$ cat config.mk
export PLATFORM = sky130hd
export DESIGN_NAME = ps2_keyboard
export DESIGN_NICKNAME = d
export VERILOG_FILES = /design/src/hw/keyboard_pkg.sv /design/src/hw/ps2_pkg.sv /design/src/hw/key_matrix.sv /design/src/hw/ps2_keyboard.sv /design/src/hw/ps2_receiver.sv /design/src/hw/scancode_decoder.sv
export SDC_FILE = /design/constraint.sdc
export NUM_CORES = 1
export LEC_CHECK = 0
export BUFFER_PORTS_ARGS = -buffer_cell sky130_fd_sc_hd__buf_2
export CAP_MARGIN = 5
export CORE_UTILIZATION = 48
export CTS_BUF_LIST = sky130_fd_sc_hd__clkbuf_4
export DETAILED_ROUTE_END_ITERATION = 16
export HOLD_SLACK_MARGIN = 0.12
export PLACE_DENSITY_LB_ADDON = 0.2
export SLEW_MARGIN = 10
export SYNTH_ARGS = -nofsm -noshare
export SYNTH_HDL_FRONTEND = slang
export SYNTH_SLANG_ARGS = --single-unit
$ cat constraint.sdc
create_clock -name clk -period 4.1 [get_ports clk]
set_clock_uncertainty 0.1 [all_clocks]
set_input_delay 0.205 -clock clk [delete_from_list [all_inputs] [get_ports clk]]
set_output_delay 0.205 -clock clk [all_outputs]
set_load 0.03 [all_outputs]
$ cat src/hw/keyboard_pkg.sv
`default_nettype none

package keyboard_pkg;

	//////////////////////////////////////////////////
	// Host keyboard matrix
	//////////////////////////////////////////////////

	// 8x8 matrix, rows driven by the host, columns sensed
	localparam int MATRIX_ROWS = 8;

	typedef logic [2:0] matrix_row_t;
	typedef logic [2:0] matrix_col_t;
	// Active low, one bit per row or column
	typedef logic [MATRIX_ROWS-1:0] matrix_lines_t;
	// Extended flag in bit 8, scancode below
	typedef logic [8:0] key_code_t;

	// Prefix tracking in the decoder
	typedef enum logic [1:0] {IDLE, EXT, BREAK, EXT_BREAK} dec_state_t;

	// Result of a table lookup
	typedef struct packed {
		logic mapped;
		matrix_row_t row;
		matrix_col_t col;
	} key_pos_t;

	//////////////////////////////////////////////////
	// Scancode set 2 to matrix position
	//////////////////////////////////////////////////

	function automatic key_pos_t key_position(input key_code_t code);
		key_pos_t pos;
		// Anything not listed is ignored
		pos = '{mapped: 1'b0, row: '0, col: '0};
		case (code)
			// Row 0, editing and cursor keys
			9'h066: pos = '{1'b1, 3'd0, 3'd0};
			9'h05A: pos = '{1'b1, 3'd0, 3'd1};
			9'h174: pos = '{1'b1, 3'd0, 3'd2};
			9'h083: pos = '{1'b1, 3'd0, 3'd3};
			9'h172: pos = '{1'b1, 3'd0, 3'd4};
			9'h175: pos = '{1'b1, 3'd0, 3'd7};
			// Row 1
			9'h026: pos = '{1'b1, 3'd1, 3'd0};
			9'h01D: pos = '{1'b1, 3'd1, 3'd1};
			9'h01C: pos = '{1'b1, 3'd1, 3'd2};
			9'h025: pos = '{1'b1, 3'd1, 3'd3};
			9'h01A: pos = '{1'b1, 3'd1, 3'd4};
			9'h01B: pos = '{1'b1, 3'd1, 3'd5};
			9'h024: pos = '{1'b1, 3'd1, 3'd6};
			9'h012: pos = '{1'b1, 3'd1, 3'd7};
			// Row 2
			9'h02E: pos = '{1'b1, 3'd2, 3'd0};
			9'h02D: pos = '{1'b1, 3'd2, 3'd1};
			9'h023: pos = '{1'b1, 3'd2, 3'd2};
			9'h036: pos = '{1'b1, 3'd2, 3'd3};
			9'h021: pos = '{1'b1, 3'd2, 3'd4};
			9'h02B: pos = '{1'b1, 3'd2, 3'd5};
			9'h02C: pos = '{1'b1, 3'd2, 3'd6};
			9'h022: pos = '{1'b1, 3'd2, 3'd7};
			// Row 7, digits, space and Q
			9'h016: pos = '{1'b1, 3'd7, 3'd0};
			9'h01E: pos = '{1'b1, 3'd7, 3'd3};
			9'h029: pos = '{1'b1, 3'd7, 3'd4};
			9'h015: pos = '{1'b1, 3'd7, 3'd6};
			default: pos = '{1'b0, 3'd0, 3'd0};
		endcase
		return pos;
	endfunction

endpackage

`default_nettype wire

$ cat src/hw/ps2_pkg.sv
`default_nettype none

package ps2_pkg;

	//////////////////////////////////////////////////
	// PS/2 line protocol
	//////////////////////////////////////////////////

	// Equal ps2_clk samples needed before the filtered level moves
	localparam int FILTER_LEN = 8;

	// Start bit, 8 data bits LSB first, odd parity, stop bit
	localparam int FRAME_BITS = 11;

	// Idle cycles after a falling edge before a partial frame is dropped
	// Roughly 100 us at a 28 MHz system clock
	localparam int WATCHDOG_CYCLES = 2900;

	//////////////////////////////////////////////////
	// Receiver widths
	//////////////////////////////////////////////////

	// One byte as sent by the keyboard
	typedef logic [7:0] scancode_t;
	// Whole frame as shifted in
	typedef logic [FRAME_BITS-1:0] frame_t;
	// Bits received so far, counts up to FRAME_BITS
	typedef logic [$clog2(FRAME_BITS+1)-1:0] bit_count_t;
	// Watchdog down counter
	typedef logic [$clog2(WATCHDOG_CYCLES+1)-1:0] watchdog_t;
	// Older clock samples, the newest sample completes FILTER_LEN
	typedef logic [FILTER_LEN-2:0] clk_history_t;

	// Special bytes from the keyboard
	localparam scancode_t SC_EXTENDED    = 8'hE0;
	localparam scancode_t SC_BREAK       = 8'hF0;
	localparam scancode_t SC_SELFTEST_OK = 8'hAA;

endpackage

`default_nettype wire

$ cat src/hw/key_matrix.sv
`timescale 1ns/100ps
`default_nettype none

module key_matrix (
	input logic clk,
	input logic rst,
	input logic event_valid,
	output logic event_ready,
	input keyboard_pkg::key_code_t event_code,
	input logic event_release,
	input logic event_clear,
	input keyboard_pkg::matrix_lines_t row_select,
	output keyboard_pkg::matrix_lines_t col_sense
);

	import keyboard_pkg::*;

	// Pressed keys, one active-high bit per column in each row
	matrix_lines_t key_down [MATRIX_ROWS];

	// Clear sweep
	logic clearing;
	matrix_row_t sweep_row;

	// Event intake
	logic take;
	key_pos_t pos;

	// OR of the selected rows
	matrix_lines_t cols_down;

	// No events accepted while rows are being swept
	assign event_ready = !clearing;
	assign take = event_valid && event_ready;
	assign pos = key_position(event_code);

	//////////////////////////////////////////////////
	// Clear sweep control
	//////////////////////////////////////////////////

	// One row per cycle, 0 up to the last row
	always_ff @(posedge clk)
	begin
		if (rst)
		begin
			clearing <= 1'b0;
			sweep_row <= '0;
		end
		else if (clearing)
		begin
			sweep_row <= sweep_row + 1'b1;
			if (sweep_row == matrix_row_t'(MATRIX_ROWS - 1))
				clearing <= 1'b0;
		end
		else if (take && event_clear)
		begin
			clearing <= 1'b1;
			sweep_row <= '0;
		end
	end

	//////////////////////////////////////////////////
	// Key state
	//////////////////////////////////////////////////

	// Unmapped codes are taken off the handshake and dropped
	always_ff @(posedge clk)
	begin
		if (rst)
		begin
			for (int r = 0; r < MATRIX_ROWS; r++)
				key_down[r] <= '0;
		end
		else if (clearing)
			key_down[sweep_row] <= '0;
		else if (take && !event_clear && pos.mapped)
			key_down[pos.row][pos.col] <= !event_release;
	end

	// Host read port
	// Several low row selects combine like shorted matrix lines
	always_comb
	begin
		cols_down = '0;
		for (int r = 0; r < MATRIX_ROWS; r++)
		begin
			if (!row_select[r])
				cols_down = cols_down | key_down[r];
		end
		col_sense = ~cols_down;
	end

	// Back-pressure never outlasts one sweep
	a_sweep_len: assert property (@(posedge clk) disable iff (rst)
		!event_ready [*MATRIX_ROWS] |=> event_ready);

endmodule

`default_nettype wire

$ cat src/hw/ps2_keyboard.sv
`timescale 1ns/100ps
`default_nettype none

module ps2_keyboard (
	input logic clk,
	input logic rst,
	input logic ps2_clk,
	input logic ps2_data,
	input keyboard_pkg::matrix_lines_t row_select,
	output keyboard_pkg::matrix_lines_t col_sense,
	output logic frame_error,
	output logic overrun
);

	import ps2_pkg::*;
	import keyboard_pkg::*;

	// Receiver to decoder strobe
	logic byte_valid;
	scancode_t byte_data;

	// Decoder to matrix handshake
	logic event_valid;
	logic event_ready;
	key_code_t event_code;
	logic event_release;
	logic event_clear;

	//////////////////////////////////////////////////
	// Receive, decode, hold
	//////////////////////////////////////////////////

	ps2_receiver u_ps2_receiver (
		.clk         (clk),
		.rst         (rst),
		.ps2_clk     (ps2_clk),
		.ps2_data    (ps2_data),
		.byte_valid  (byte_valid),
		.byte_data   (byte_data),
		.frame_error (frame_error)
	);

	scancode_decoder u_scancode_decoder (
		.clk           (clk),
		.rst           (rst),
		.byte_valid    (byte_valid),
		.byte_data     (byte_data),
		.event_valid   (event_valid),
		.event_ready   (event_ready),
		.event_code    (event_code),
		.event_release (event_release),
		.event_clear   (event_clear),
		.overrun       (overrun)
	);

	key_matrix u_key_matrix (
		.clk           (clk),
		.rst           (rst),
		.event_valid   (event_valid),
		.event_ready   (event_ready),
		.event_code    (event_code),
		.event_release (event_release),
		.event_clear   (event_clear),
		.row_select    (row_select),
		.col_sense     (col_sense)
	);

endmodule

`default_nettype wire

$ cat src/hw/ps2_receiver.sv
`timescale 1ns/100ps
`default_nettype none

module ps2_receiver (
	input logic clk,
	input logic rst,
	input logic ps2_clk,
	input logic ps2_data,
	output logic byte_valid,
	output ps2_pkg::scancode_t byte_data,
	output logic frame_error
);

	import ps2_pkg::*;

	// Pin synchronizers with bit 1 as the usable sample
	logic [1:0] clk_sync;
	logic [1:0] data_sync;

	// Glitch filter on the keyboard clock
	clk_history_t clk_hist;
	logic clk_level;
	logic clk_level_d;
	logic fall;

	// Frame assembly
	frame_t shift;
	bit_count_t bit_cnt;
	watchdog_t watchdog;
	logic frame_done;
	logic frame_ok;

	//////////////////////////////////////////////////
	// Synchronizer and clock filter
	//////////////////////////////////////////////////

	// Both lines idle high
	always_ff @(posedge clk)
	begin
		if (rst)
		begin
			clk_sync <= 2'b11;
			data_sync <= 2'b11;
		end
		else
		begin
			clk_sync <= {clk_sync[0], ps2_clk};
			data_sync <= {data_sync[0], ps2_data};
		end
	end

	// Level moves only after FILTER_LEN equal samples
	always_ff @(posedge clk)
	begin
		if (rst)
		begin
			clk_hist <= '1;
			clk_level <= 1'b1;
			clk_level_d <= 1'b1;
		end
		else
		begin
			clk_hist <= {clk_hist[FILTER_LEN-3:0], clk_sync[1]};
			if (&{clk_hist, clk_sync[1]})
				clk_level <= 1'b1;
			else if (~|{clk_hist, clk_sync[1]})
				clk_level <= 1'b0;
			// Previous level for edge detection
			clk_level_d <= clk_level;
		end
	end

	assign fall = clk_level_d & ~clk_level;

	//////////////////////////////////////////////////
	// Frame shifter, bit counter and watchdog
	//////////////////////////////////////////////////

	// LSB first, so the start bit ends up in bit 0
	always_ff @(posedge clk)
	begin
		if (fall)
			shift <= {data_sync[1], shift[FRAME_BITS-1:1]};
	end

	assign frame_done = (bit_cnt == bit_count_t'(FRAME_BITS));
	// Start low, odd parity over data and parity, stop high
	assign frame_ok = ~shift[0] & (^shift[FRAME_BITS-2:1]) & shift[FRAME_BITS-1];

	always_ff @(posedge clk)
	begin
		if (rst)
		begin
			bit_cnt <= '0;
			watchdog <= '0;
			byte_valid <= 1'b0;
			frame_error <= 1'b0;
		end
		else
		begin
			// Both strobes last one cycle
			byte_valid <= frame_done & frame_ok;
			frame_error <= frame_done & ~frame_ok;
			// Reload on every edge, count down while the line is quiet
			if (fall)
				watchdog <= watchdog_t'(WATCHDOG_CYCLES);
			else if (watchdog != '0)
				watchdog <= watchdog - 1'b1;
			if (frame_done)
				bit_cnt <= '0;
			else if (fall)
				bit_cnt <= bit_cnt + 1'b1;
			else if (watchdog == '0)
				bit_cnt <= '0; // Stalled frame thrown away
		end
	end

	// Data byte sits between start and parity
	always_ff @(posedge clk)
	begin
		if (frame_done)
			byte_data <= shift[8:1];
	end

	// Each completed frame gives one outcome that lasts a single cycle
	a_one_outcome: assert property (@(posedge clk) disable iff (rst)
		byte_valid || frame_error |=> !byte_valid && !frame_error);

endmodule

`default_nettype wire

$ cat src/hw/scancode_decoder.sv
`timescale 1ns/100ps
`default_nettype none

module scancode_decoder (
	input logic clk,
	input logic rst,
	input logic byte_valid,
	input ps2_pkg::scancode_t byte_data,
	output logic event_valid,
	input logic event_ready,
	output keyboard_pkg::key_code_t event_code,
	output logic event_release,
	output logic event_clear,
	output logic overrun
);

	import ps2_pkg::*;
	import keyboard_pkg::*;

	dec_state_t state;

	// Prefixes seen so far
	logic ext_seen;
	logic break_seen;

	// Byte handling
	logic pending;
	logic accept;
	logic is_prefix;
	logic new_event;

	assign ext_seen = (state == EXT) || (state == EXT_BREAK);
	assign break_seen = (state == BREAK) || (state == EXT_BREAK);

	// Event still waiting on the matrix
	assign pending = event_valid && !event_ready;
	// Bytes arriving during back-pressure are lost
	assign accept = byte_valid && !pending;
	assign is_prefix = (byte_data == SC_EXTENDED) || (byte_data == SC_BREAK);
	assign new_event = accept && !is_prefix;

	//////////////////////////////////////////////////
	// Prefix state machine
	//////////////////////////////////////////////////

	// E0 and F0 may come in either order, any key byte ends the sequence
	always_ff @(posedge clk)
	begin
		if (rst)
			state <= IDLE;
		else if (accept)
		begin
			if (byte_data == SC_EXTENDED)
				state <= break_seen ? EXT_BREAK : EXT;
			else if (byte_data == SC_BREAK)
				state <= ext_seen ? EXT_BREAK : BREAK;
			else
				state <= IDLE;
		end
	end

	//////////////////////////////////////////////////
	// Event handshake
	//////////////////////////////////////////////////

	always_ff @(posedge clk)
	begin
		if (rst)
		begin
			event_valid <= 1'b0;
			overrun <= 1'b0;
		end
		else
		begin
			overrun <= byte_valid && pending;
			// A new event may replace one taken in the same cycle
			if (new_event)
				event_valid <= 1'b1;
			else if (event_ready)
				event_valid <= 1'b0;
		end
	end

	// Payload loads only with a new event, so it holds under back-pressure
	always_ff @(posedge clk)
	begin
		if (new_event)
		begin
			event_code <= {ext_seen, byte_data};
			event_release <= break_seen;
			// AA after a prefix is a plain key byte
			event_clear <= (state == IDLE) && (byte_data == SC_SELFTEST_OK);
		end
	end

	// Event stays offered and unchanged until the matrix takes it
	a_payload_hold: assert property (@(posedge clk) disable iff (rst)
		event_valid && !event_ready |=>
			event_valid && $stable({event_code, event_release, event_clear}));

endmodule

`default_nettype wire

==> out/metrics.yaml, run 1 <==
ys_types: 64
cts_setup_buffers: 0
syn_avg_cell_area_um2: 10.2
wl_per_cell_um: 15.8
finalSetupViolCount: 0
yosys_warnings: 0
slowest_stage: "or3_1"
area_growth_pct: 10.8
max_stage_delay_ns: 0.62
min_period_ns: 3.47
fin_nets: 689
hold_violations: 0
yosys.area.top_type: "edfxtp_1"
rsz0062_at_grt: "no"
grt_max_degree: 60
vias_per_cell: 5.60
track_usage_pct: 20.7
synthTopCellsByArea: "edfxtp_1, dfxtp_1, inv_1, o22ai_1, nor2_1"
critical_path_class: "register to register"
dp_hpwl_mm: 9.34
clockRootBuffer: "clkbuf_4"
ir_worst_vdd_mv: 0.469
arrival_ns: 3.57
layout_common_cells: "edfxtp_1, inv_1, nor2_1, o21ai_0, dfxtp_1"
p_per_area_nw_per_um2: 413
worstPathRequired_ns: 4.20
cts.path.max_buffers: 2
wl_mm: 13.5
final_layout_size_suffix_gt1_share_pct: 12.0
cts.htree.levels: 4
cts-resized-gates: 0
cts-buffers-inserted: 17
syn-cell-area_um2: 6410
start_util_pct: 50.0
worst_slack_ns: 0.634
end_kind: "register"
tritoncts_num_sinks: 133
synth_edf_count: 94
place_congestion: 0.933
grt_pass1_vias: 4603
dpl_worst_slack_ns: 0.667
dieArea_um2: 13800
synth_ff_type: "edfxtp_1"
fmax_ghz: 0.288
async_flop_share_pct: 0
die_h_um: 118
worst_pin_slew_ns: 0.847
tritoncts: "done"
synthDominantCellAreaShare_pct: 44.1
grt_pass1_wl_mm: 22.5
worst-path-buf-inv: 0
finish.instance_area_um2: 7100
drc: 0
ant_nets: 0
rows: 41
io_buffer_count: 21
setup_tns_ns: 0
outcome: "finished, final reports clean"
slew-limit-headroom_pct: 42.7
die_x_um: 118
syn_inst: 629
ys_seq_area_share_pct: 56.2
power_mw: 2.93
crit_chain: "or3_1 -> or4_4 -> and3_1 -> a31o_1 -> o31a_1 -> o41ai_1"
layout_commonest_cell: "edfxtp_1"
cp-start-kind: "register"
antenna_found_initial: 0
cts.clk_slew.worst_paths_ns: 0.13
n_antenna_cell: 0
drtIter0Drc: 382
ioPinCount: 22
overflow: 0
place_area_um2: 6720
path_max_fanout: 17
hp-class: "input port to register"
critPathTopFamily: "simple AND/OR/NAND/NOR gates"
worstSkewPairLatency_ns: 0.53
ys_ff_latch: 133
post-route-period-util_pct: 84.5
finalMaxSlewViolations: 0
vias: 4801
drt-pass1-iter-count: 5
maxCapViolCount: 0
core-area_um2: 12800
p_leak_nw: 2.63
## worst reg2reg max path, stage by stage, from the launching register on
cell	delay [ns]
edfxtp_1	0.45
or3_1	0.62
or4_4	0.62
and3_1	0.16
a31o_1	0.35
o31a_1	0.47
o41ai_1	0.38
## cells in the mapped netlist (3+ instances only)
master / n
o21ai_0: 39
edfxtp_1: 94
o41ai_1: 9
ha_1: 4
o31ai_1: 8
o31a_1: 4
clkbuf_1: 29
nand3b_1: 6
and3_1: 3
a41o_1: 8
nand4b_1: 3
nand3_1: 7
nand4_1: 4
nor2_1: 60
nor3_1: 17
buf_6: 3
a21oi_1: 16
a211oi_1: 4
xor2_1: 4
nor3b_1: 3
nor4_1: 11
a311oi_1: 3
buf_1: 3
nand2b_1: 12
o21ai_1: 9
or4bb_1: 4
or2_2: 17
o21a_1: 5
buf_2: 7
dfxtp_1: 39
or4_1: 3
nor2b_1: 6
o22ai_1: 37
nor4b_1: 3
inv_1: 70
nand2_1: 28
a31oi_1: 4
xnor2_1: 13
## flip-flops by register name, indices dropped and copies added, names as in the netlist, 2 cells and up
name,flops
u_ps2_receiver.byte_data,8
u_scancode_decoder.event_code,9
u_key_matrix.sweep_row,3
u_ps2_receiver.clk_sync,2
u_ps2_receiver.bit_cnt,4
u_key_matrix.key_down,64
u_ps2_receiver.data_sync,2
u_ps2_receiver.watchdog,12
u_scancode_decoder.state,2
u_ps2_receiver.shift,11
u_ps2_receiver.clk_hist,7
## kinds of logic (layout without fill, tap and decap cells)
logic type                 Yosys count  count (layout)  synth area share, %
AOI/OAI and AO/OA                  161             161                 16.5
and+or+nand+nor                    197             197                 16.5
buffers and inverters              113             133                 7.11
muxes                                3               3                0.508
xor gates and xnor gates            17              17                 2.32
other                                1              38               0.0585
DFF                                133             133                 56.2
adders and majority gates            4               4                0.781
## layer usage
layer	vias up	wire, um	GRT usage, %
met5	-	0	0
met4	0	429	9.54
li1	2353	-	-
met1	2262	6030	26.3
met3	33	688	4.55
met2	153	6400	33.7
## through the flow
step / cells / util (%) / hold slack [ns]
4_1_cts: 858 / 55.3 / 0.245
2_1_floorplan: 666 / - / 0.209
3_3_place_gp: 823 / 52.4 / 0.290
3_5_place_dp: 823 / 52.4 / 0.291
6_report: 858 / 55.3 / 0.285
5_1_grt: 858 / 55.3 / 0.250
## final cells by class
type                       count  area, um^2
clock buffer                  17         128
inverter                      71         267
tap                          172         215
sequential                   133        3600
clock inverter                15         216
fill                        1155        5730
multi-input combinational    420        2490
timing repair buffer          30         180
## final timing paths
| path | startpoint | to | slack (ns) | cells after the start |
|---|---|---|---|---|
| max | u_scancode_decoder.event_code[6] | u_key_matrix.key_down[4][1] | 0.63 | 6 |
| min | ps2_clk | u_ps2_receiver.clk_sync[0] | 0.28 | 3 |
| min reg2reg | u_ps2_receiver.data_sync[1] | u_ps2_receiver.shift[10] | 0.32 | 0 |
| max reg2reg | u_scancode_decoder.event_code[6] | u_key_matrix.key_down[4][1] | 0.63 | 6 |
## power by group
group	switching (mW)	leakage, nW	internal [mW]
Combinational	0.215	1.22	0.147
Sequential	0.0451	1.23	1.50
Clock	0.517	0.182	0.502
Total	0.777	2.63	2.15
## repair_timing
item | CTS | global route
hold endpoints to repair | 13 | 0
hold buffers | 3 | 0
setup endpoints to repair | 0 | 0
Power figures use the tool's default switching activity.
==> run 2: changes to the inputs <==
==> constraint.sdc (replaced) <==
create_clock -name clk -period 3.55 [get_ports clk]
set_clock_uncertainty 0.1 [all_clocks]
set_input_delay 0.1775 -clock clk [delete_from_list [all_inputs] [get_ports clk]]
set_output_delay 0.1775 -clock clk [all_outputs]
set_load 0.03 [all_outputs]
==> out/metrics.yaml, run 2 (synthesis gave the netlist of run 1 again) <==
wl_mm: 13.6  # was 13.5 mm
seq_area_um2: 3600  # unchanged
n_antenna_cell: 0  # unchanged
outcome: "finished, final reports clean"  # unchanged
drtIter0Drc: 456  # was 382
dp_hpwl_mm: 9.57  # was 9.34 mm
hold_violations: 0  # unchanged
power.share.sequential_pct: 56.3  # was 52.9%
p_per_area_nw_per_um2: 449  # was 413 nW/um^2
path_max_fanout: 16  # was 17
area_growth_pct: 10.7  # was 10.8%
hp-class: "input port to register"  # unchanged
clockRootBuffer: "clkbuf_4"  # unchanged
antenna_found_initial: 0  # unchanged
largest_reg_flops: 64  # unchanged
finalSetupViolCount: 0  # unchanged
reg_top3: "u_key_matrix.key_down x64, u_ps2_receiver.watchdog x12, u_ps2_receiver.shift x11"  # unchanged
cts-buffers-inserted: 17  # unchanged
worst_pin_slew_ns: 1.01  # was 0.847 ns
io_buffer_count: 21  # unchanged
cts.path.max_buffers: 2  # unchanged
worstSkewPairLatency_ns: 0.53  # about the same
min_period_ns: 3.32  # was 3.47 ns
die_h_um: 118  # unchanged
p_sw_mw: 0.902  # was 0.777 mW
drt-pass1-iter-count: 7  # was 5
drc: 0  # unchanged
utilization_pct: 55.3  # about the same
power_mw: 3.18  # was 2.93 mW
critical_path_class: "register to register"  # unchanged
place_area_um2: 6780  # was 6720 um^2
grt_pass1_vias: 4661  # was 4603
worst_slack_ns: 0.235  # was 0.634 ns
finish.instance_area_um2: 7090  # was 7100 um^2
swShare_pct: 28.3  # was 26.5%
cts.clk_slew.worst_paths_ns: 0.12  # was 0.13 ns
tritoncts: "done"  # unchanged
comb_power_share_pct: 13.3  # was 12.4%
slew-limit-headroom_pct: 31.8  # was 42.7%
startpoint: "u_scancode_decoder.event_code[6]"  # unchanged
ir_worst_vdd_mv: 0.409  # was 0.469 mV
fin_nets: 697  # was 689
rows: 41  # unchanged
layout_commonest_cell: "edfxtp_1"  # unchanged
grt_max_degree: 60  # unchanged
setup_tns_ns: 0  # unchanged
hp-start: "ps2_data"  # was ps2_clk
arrival_ns: 3.44  # was 3.57 ns
die_x_um: 118  # unchanged
start_util_pct: 50.0  # unchanged
fillers: 1154  # was 1155
post-route-period-util_pct: 93.4  # was 84.5%
cp-start-kind: "register"  # unchanged
clkPwrFrac_pct: 30.5  # was 34.8%
rsz0062_at_grt: "no"  # unchanged
vias_per_cell: 5.56  # was 5.60
vias: 4814  # was 4801
cts.htree.levels: 4  # unchanged
grt_pass1_wl_mm: 22.3  # was 22.5 mm
fin_cells: 866  # was 858
finalMaxSlewViolations: 0  # unchanged
fmax_ghz: 0.302  # was 0.288 GHz
maxCapViolCount: 0  # unchanged
regMostFlops: "u_key_matrix.key_down"  # unchanged
core-area_um2: 12800  # unchanged
final_layout_size_suffix_gt1_share_pct: 13.3  # was 12.0%
internal-power_mw: 2.28  # was 2.15 mW
place_congestion: 0.861  # was 0.933
p_leak_nw: 2.62  # was 2.63 nW
dpl_worst_slack_ns: 0.205  # was 0.667 ns
dieArea_um2: 13800  # unchanged
overflow: 0  # unchanged
r2r_start: "u_scancode_decoder.event_code[6]"  # unchanged
dp_cells: 831  # was 823
worstPathRequired_ns: 3.68  # was 4.20 ns
end_kind: "register"  # unchanged
holdWs_ns: 0.262  # was 0.285 ns
multiInputGateArea_um2: 2490  # about the same
layout_common_cells: "edfxtp_1, inv_1, nor2_1, o21ai_0, dfxtp_1"  # unchanged
tritoncts_num_sinks: 133  # unchanged
ant_nets: 0  # unchanged
track_usage_pct: 20.5  # was 20.7%
wl_per_cell_um: 15.7  # was 15.8 um
ioPinCount: 22  # unchanged
[run 2: cell count changes in the layout (fill, tap and decap cells not counted), sizes merged]
cell	change
buf	+8
clkinvlp	+4
bufinv	-3
clkinv	-2
clkbuf	+1
[run 2: path summary, 6_finish.rpt]
path                                                    end  slack (ns)  depth (start not counted)
worst max-delay path            u_key_matrix.key_down[6][2]        0.23                          8
worst min-delay path            u_ps2_receiver.data_sync[0]        0.26                          3
worst max register to register  u_key_matrix.key_down[6][2]        0.23                          8
worst min register to register   u_ps2_receiver.clk_sync[1]        0.32                          1
[run 2: routing by layer]
metal	up-vias	wire, um	share of wire (%)	track usage [%]
li1	2360	-	-	-
met1	2308	5920	43	25.1
met2	131	6870	50	35.7
met3	15	641	4.7	4.60
met4	0	201	1.5	6.49
met5	-	0	0	0
[run 2: power by group through the flow]
stage	combinational, mW	clock (mW)	sequential, mW
after floorplan	0.332	0	1.81
after global placement	0.394	0	1.82
after detailed placement	0.416	0	1.82
after CTS	0.421	0.989	1.79
after global routing	0.473	1.04	1.80
final	0.423	0.969	1.79
[run 2: repair_timing]
action	CTS	global route
gates resized for setup	0	2
setup buffers	0	0
endpoints found under the setup margin	0	3
hold buffers	3	0
hold endpoints to repair	16	0
[run 2: area by class of cell]
cell class	count	area share, %
clock buffer	18	1.91
clock inverter	14	1.98
inverter	71	3.76
multi-input combinational	420	35.1
sequential	133	50.8
tap	172	3.04
timing repair buffer	38	3.39
[run 2: worst max-delay path, stage by stage (launching register included)]
cell      delay (ns)
edfxtp_1        0.46
or3_1           0.50
buf_4           0.22
a211oi_1        0.24
a311oi_1        0.11
and3_1          0.23
a31o_1          0.35
o31a_2          0.50
o31ai_1         0.30
==> run 3: changes to the inputs <==
--- a/config.mk
+++ b/config.mk
@@ -11,7 +11,7 @@
 export CTS_BUF_LIST = sky130_fd_sc_hd__clkbuf_4
 export DETAILED_ROUTE_END_ITERATION = 16
 export HOLD_SLACK_MARGIN = 0.12
-export PLACE_DENSITY_LB_ADDON = 0.2
+export PLACE_DENSITY_LB_ADDON = 0.25
 export SLEW_MARGIN = 10
 export SYNTH_ARGS = -nofsm -noshare
 export SYNTH_HDL_FRONTEND = slang
==> out/metrics.yaml, run 3 (synthesis gave the netlist of run 1 again) <==
holdWs_ns: 0.259  # was 0.262 ns
worstPathRequired_ns: 3.66  # was 3.68 ns
regMostFlops: "u_key_matrix.key_down"  # unchanged
worst_pin_slew_ns: 1.10  # was 1.01 ns
n_antenna_cell: 0  # unchanged
dpl_worst_slack_ns: 0.168  # was 0.205 ns
p_per_area_nw_per_um2: 455  # was 449 nW/um^2
setup_tns_ns: 0  # unchanged
rows: 41  # unchanged
reg2reg_slack_ns: 0.24  # was 0.23 ns
grt_pass1_wl_mm: 22.8  # was 22.3 mm
overflow: 0  # unchanged
vias_per_cell: 5.57  # was 5.56
finalMaxSlewViolations: 0  # unchanged
dieArea_um2: 13800  # unchanged
slew-limit-headroom_pct: 25.4  # was 31.8%
cts.clk_slew.worst_paths_ns: 0.12  # about the same
layout_common_cells: "edfxtp_1, inv_1, nor2_1, o21ai_0, dfxtp_1"  # unchanged
p_leak_nw: 2.65  # was 2.62 nW
min_period_ns: 3.31  # was 3.32 ns
wl_mm: 13.7  # was 13.6 mm
outcome: "finished, final reports clean"  # unchanged
tritoncts_num_sinks: 133  # unchanged
drc: 0  # unchanged
place_congestion: 0.880  # was 0.861
cts.htree.levels: 4  # unchanged
cts.path.max_buffers: 2  # unchanged
place_area_um2: 6780  # unchanged
hold_violations: 0  # unchanged
finalSetupViolCount: 0  # unchanged
rsz0062_at_grt: "no"  # unchanged
layout_commonest_cell: "edfxtp_1"  # unchanged
start_util_pct: 50.0  # unchanged
grt_max_degree: 60  # unchanged
worstSkewPairLatency_ns: 0.53  # about the same
area_growth_pct: 11.4  # was 10.7%
io_buffer_count: 21  # unchanged
ioPinCount: 22  # unchanged
wl_per_cell_um: 15.7  # about the same
post-route-period-util_pct: 93.4  # about the same
ir_worst_vdd_mv: 0.534  # was 0.409 mV
clockRootBuffer: "clkbuf_4"  # unchanged
core-area_um2: 12800  # unchanged
die_h_um: 118  # unchanged
worst_slack_ns: 0.235  # about the same
cts-buffers-inserted: 17  # unchanged
final_layout_size_suffix_gt1_share_pct: 13.6  # was 13.3%
path_max_fanout: 14  # was 16
finish.instance_area_um2: 7140  # was 7090 um^2
largest_reg_flops: 64  # unchanged
drt-pass1-iter-count: 6  # was 7
critical_path_class: "register to register"  # unchanged
vias: 4838  # was 4814
track_usage_pct: 20.8  # was 20.5%
die_x_um: 118  # unchanged
hp-class: "input port to register"  # unchanged
grt_pass1_vias: 4667  # was 4661
antenna_found_initial: 0  # unchanged
end_kind: "register"  # unchanged
tritoncts: "done"  # unchanged
ant_nets: 0  # unchanged
fmax_ghz: 0.302  # about the same
cp-start-kind: "register"  # unchanged
reg_top3: "u_key_matrix.key_down x64, u_ps2_receiver.watchdog x12, u_ps2_receiver.shift x11"  # unchanged
drtIter0Drc: 473  # was 456
dp_hpwl_mm: 9.57  # about the same
fin_nets: 700  # was 697
maxCapViolCount: 0  # unchanged
arrival_ns: 3.42  # was 3.44 ns
==> run 3: per-stage QoR <==
| stage | util (%) | cells | power (mW) |
|---|---|---|---|
| 3_5_place_dp | 52.9 | 831 | 2.24 |
| 3_3_place_gp | 52.9 | 831 | 2.21 |
| 2_1_floorplan | - | 666 | 2.14 |
| 5_1_grt | 55.7 | 869 | 3.39 |
| 4_1_cts | 55.4 | 866 | 3.27 |
| 6_report | 55.7 | 869 | 3.25 |
==> run 3: path summary, 6_finish.rpt <==
path,start,to,cells after the start
max,u_scancode_decoder.event_code[6],u_key_matrix.key_down[4][7],8
min,ps2_clk,u_ps2_receiver.clk_sync[0],3
max reg2reg,u_scancode_decoder.event_code[6],u_key_matrix.key_down[4][7],8
min reg2reg,u_ps2_receiver.clk_sync[0],u_ps2_receiver.clk_sync[1],1
==> run 3: critical path, cell delays in order, from the launching register on <==
cell,delay [ns]
edfxtp_1,0.47
or3_4,0.47
buf_4,0.18
nor3_1,0.27
a311oi_1,0.14
and3_1,0.22
a31o_1,0.35
o31a_2,0.46
o41ai_1,0.33
==> run 3: routing by layer <==
layer,share of wire [%],track usage [%],wire [um],vias up
li1,-,-,-,2368
met1,43,26.3,5870,2305
met2,50,35.2,6830,153
met3,5.9,4.65,804,12
met4,1.2,7.13,170,0
met5,0,0,0,-
==> run 3: final cells by class <==
| type | count | area (um^2) |
|---|---|---|
| fillers | 1178 | 5690 |
| clock buffers | 17 | 128 |
| repair buffers | 41 | 263 |
| flip-flops and latches | 133 | 3600 |
| well taps | 172 | 215 |
| multi-input cells | 420 | 2500 |
| inverters | 71 | 267 |
| clock inverters | 15 | 168 |
==> run 3: timing repair <==
item	in CTS	in global routing
endpoints found under the setup margin	0	32
endpoints found under the hold margin	15	0
hold buffers	3	0
buffers inserted	0	3
resized for setup	0	4
==> run 3: power breakdown <==
part / internal, mW / switching (mW) / total [mW]
Combinational: 0.170 / 0.264 / 0.435
Clock: 0.435 / 0.594 / 1.03
Sequential: 1.74 / 0.0503 / 1.79
Total: 2.34 / 0.909 / 3.25
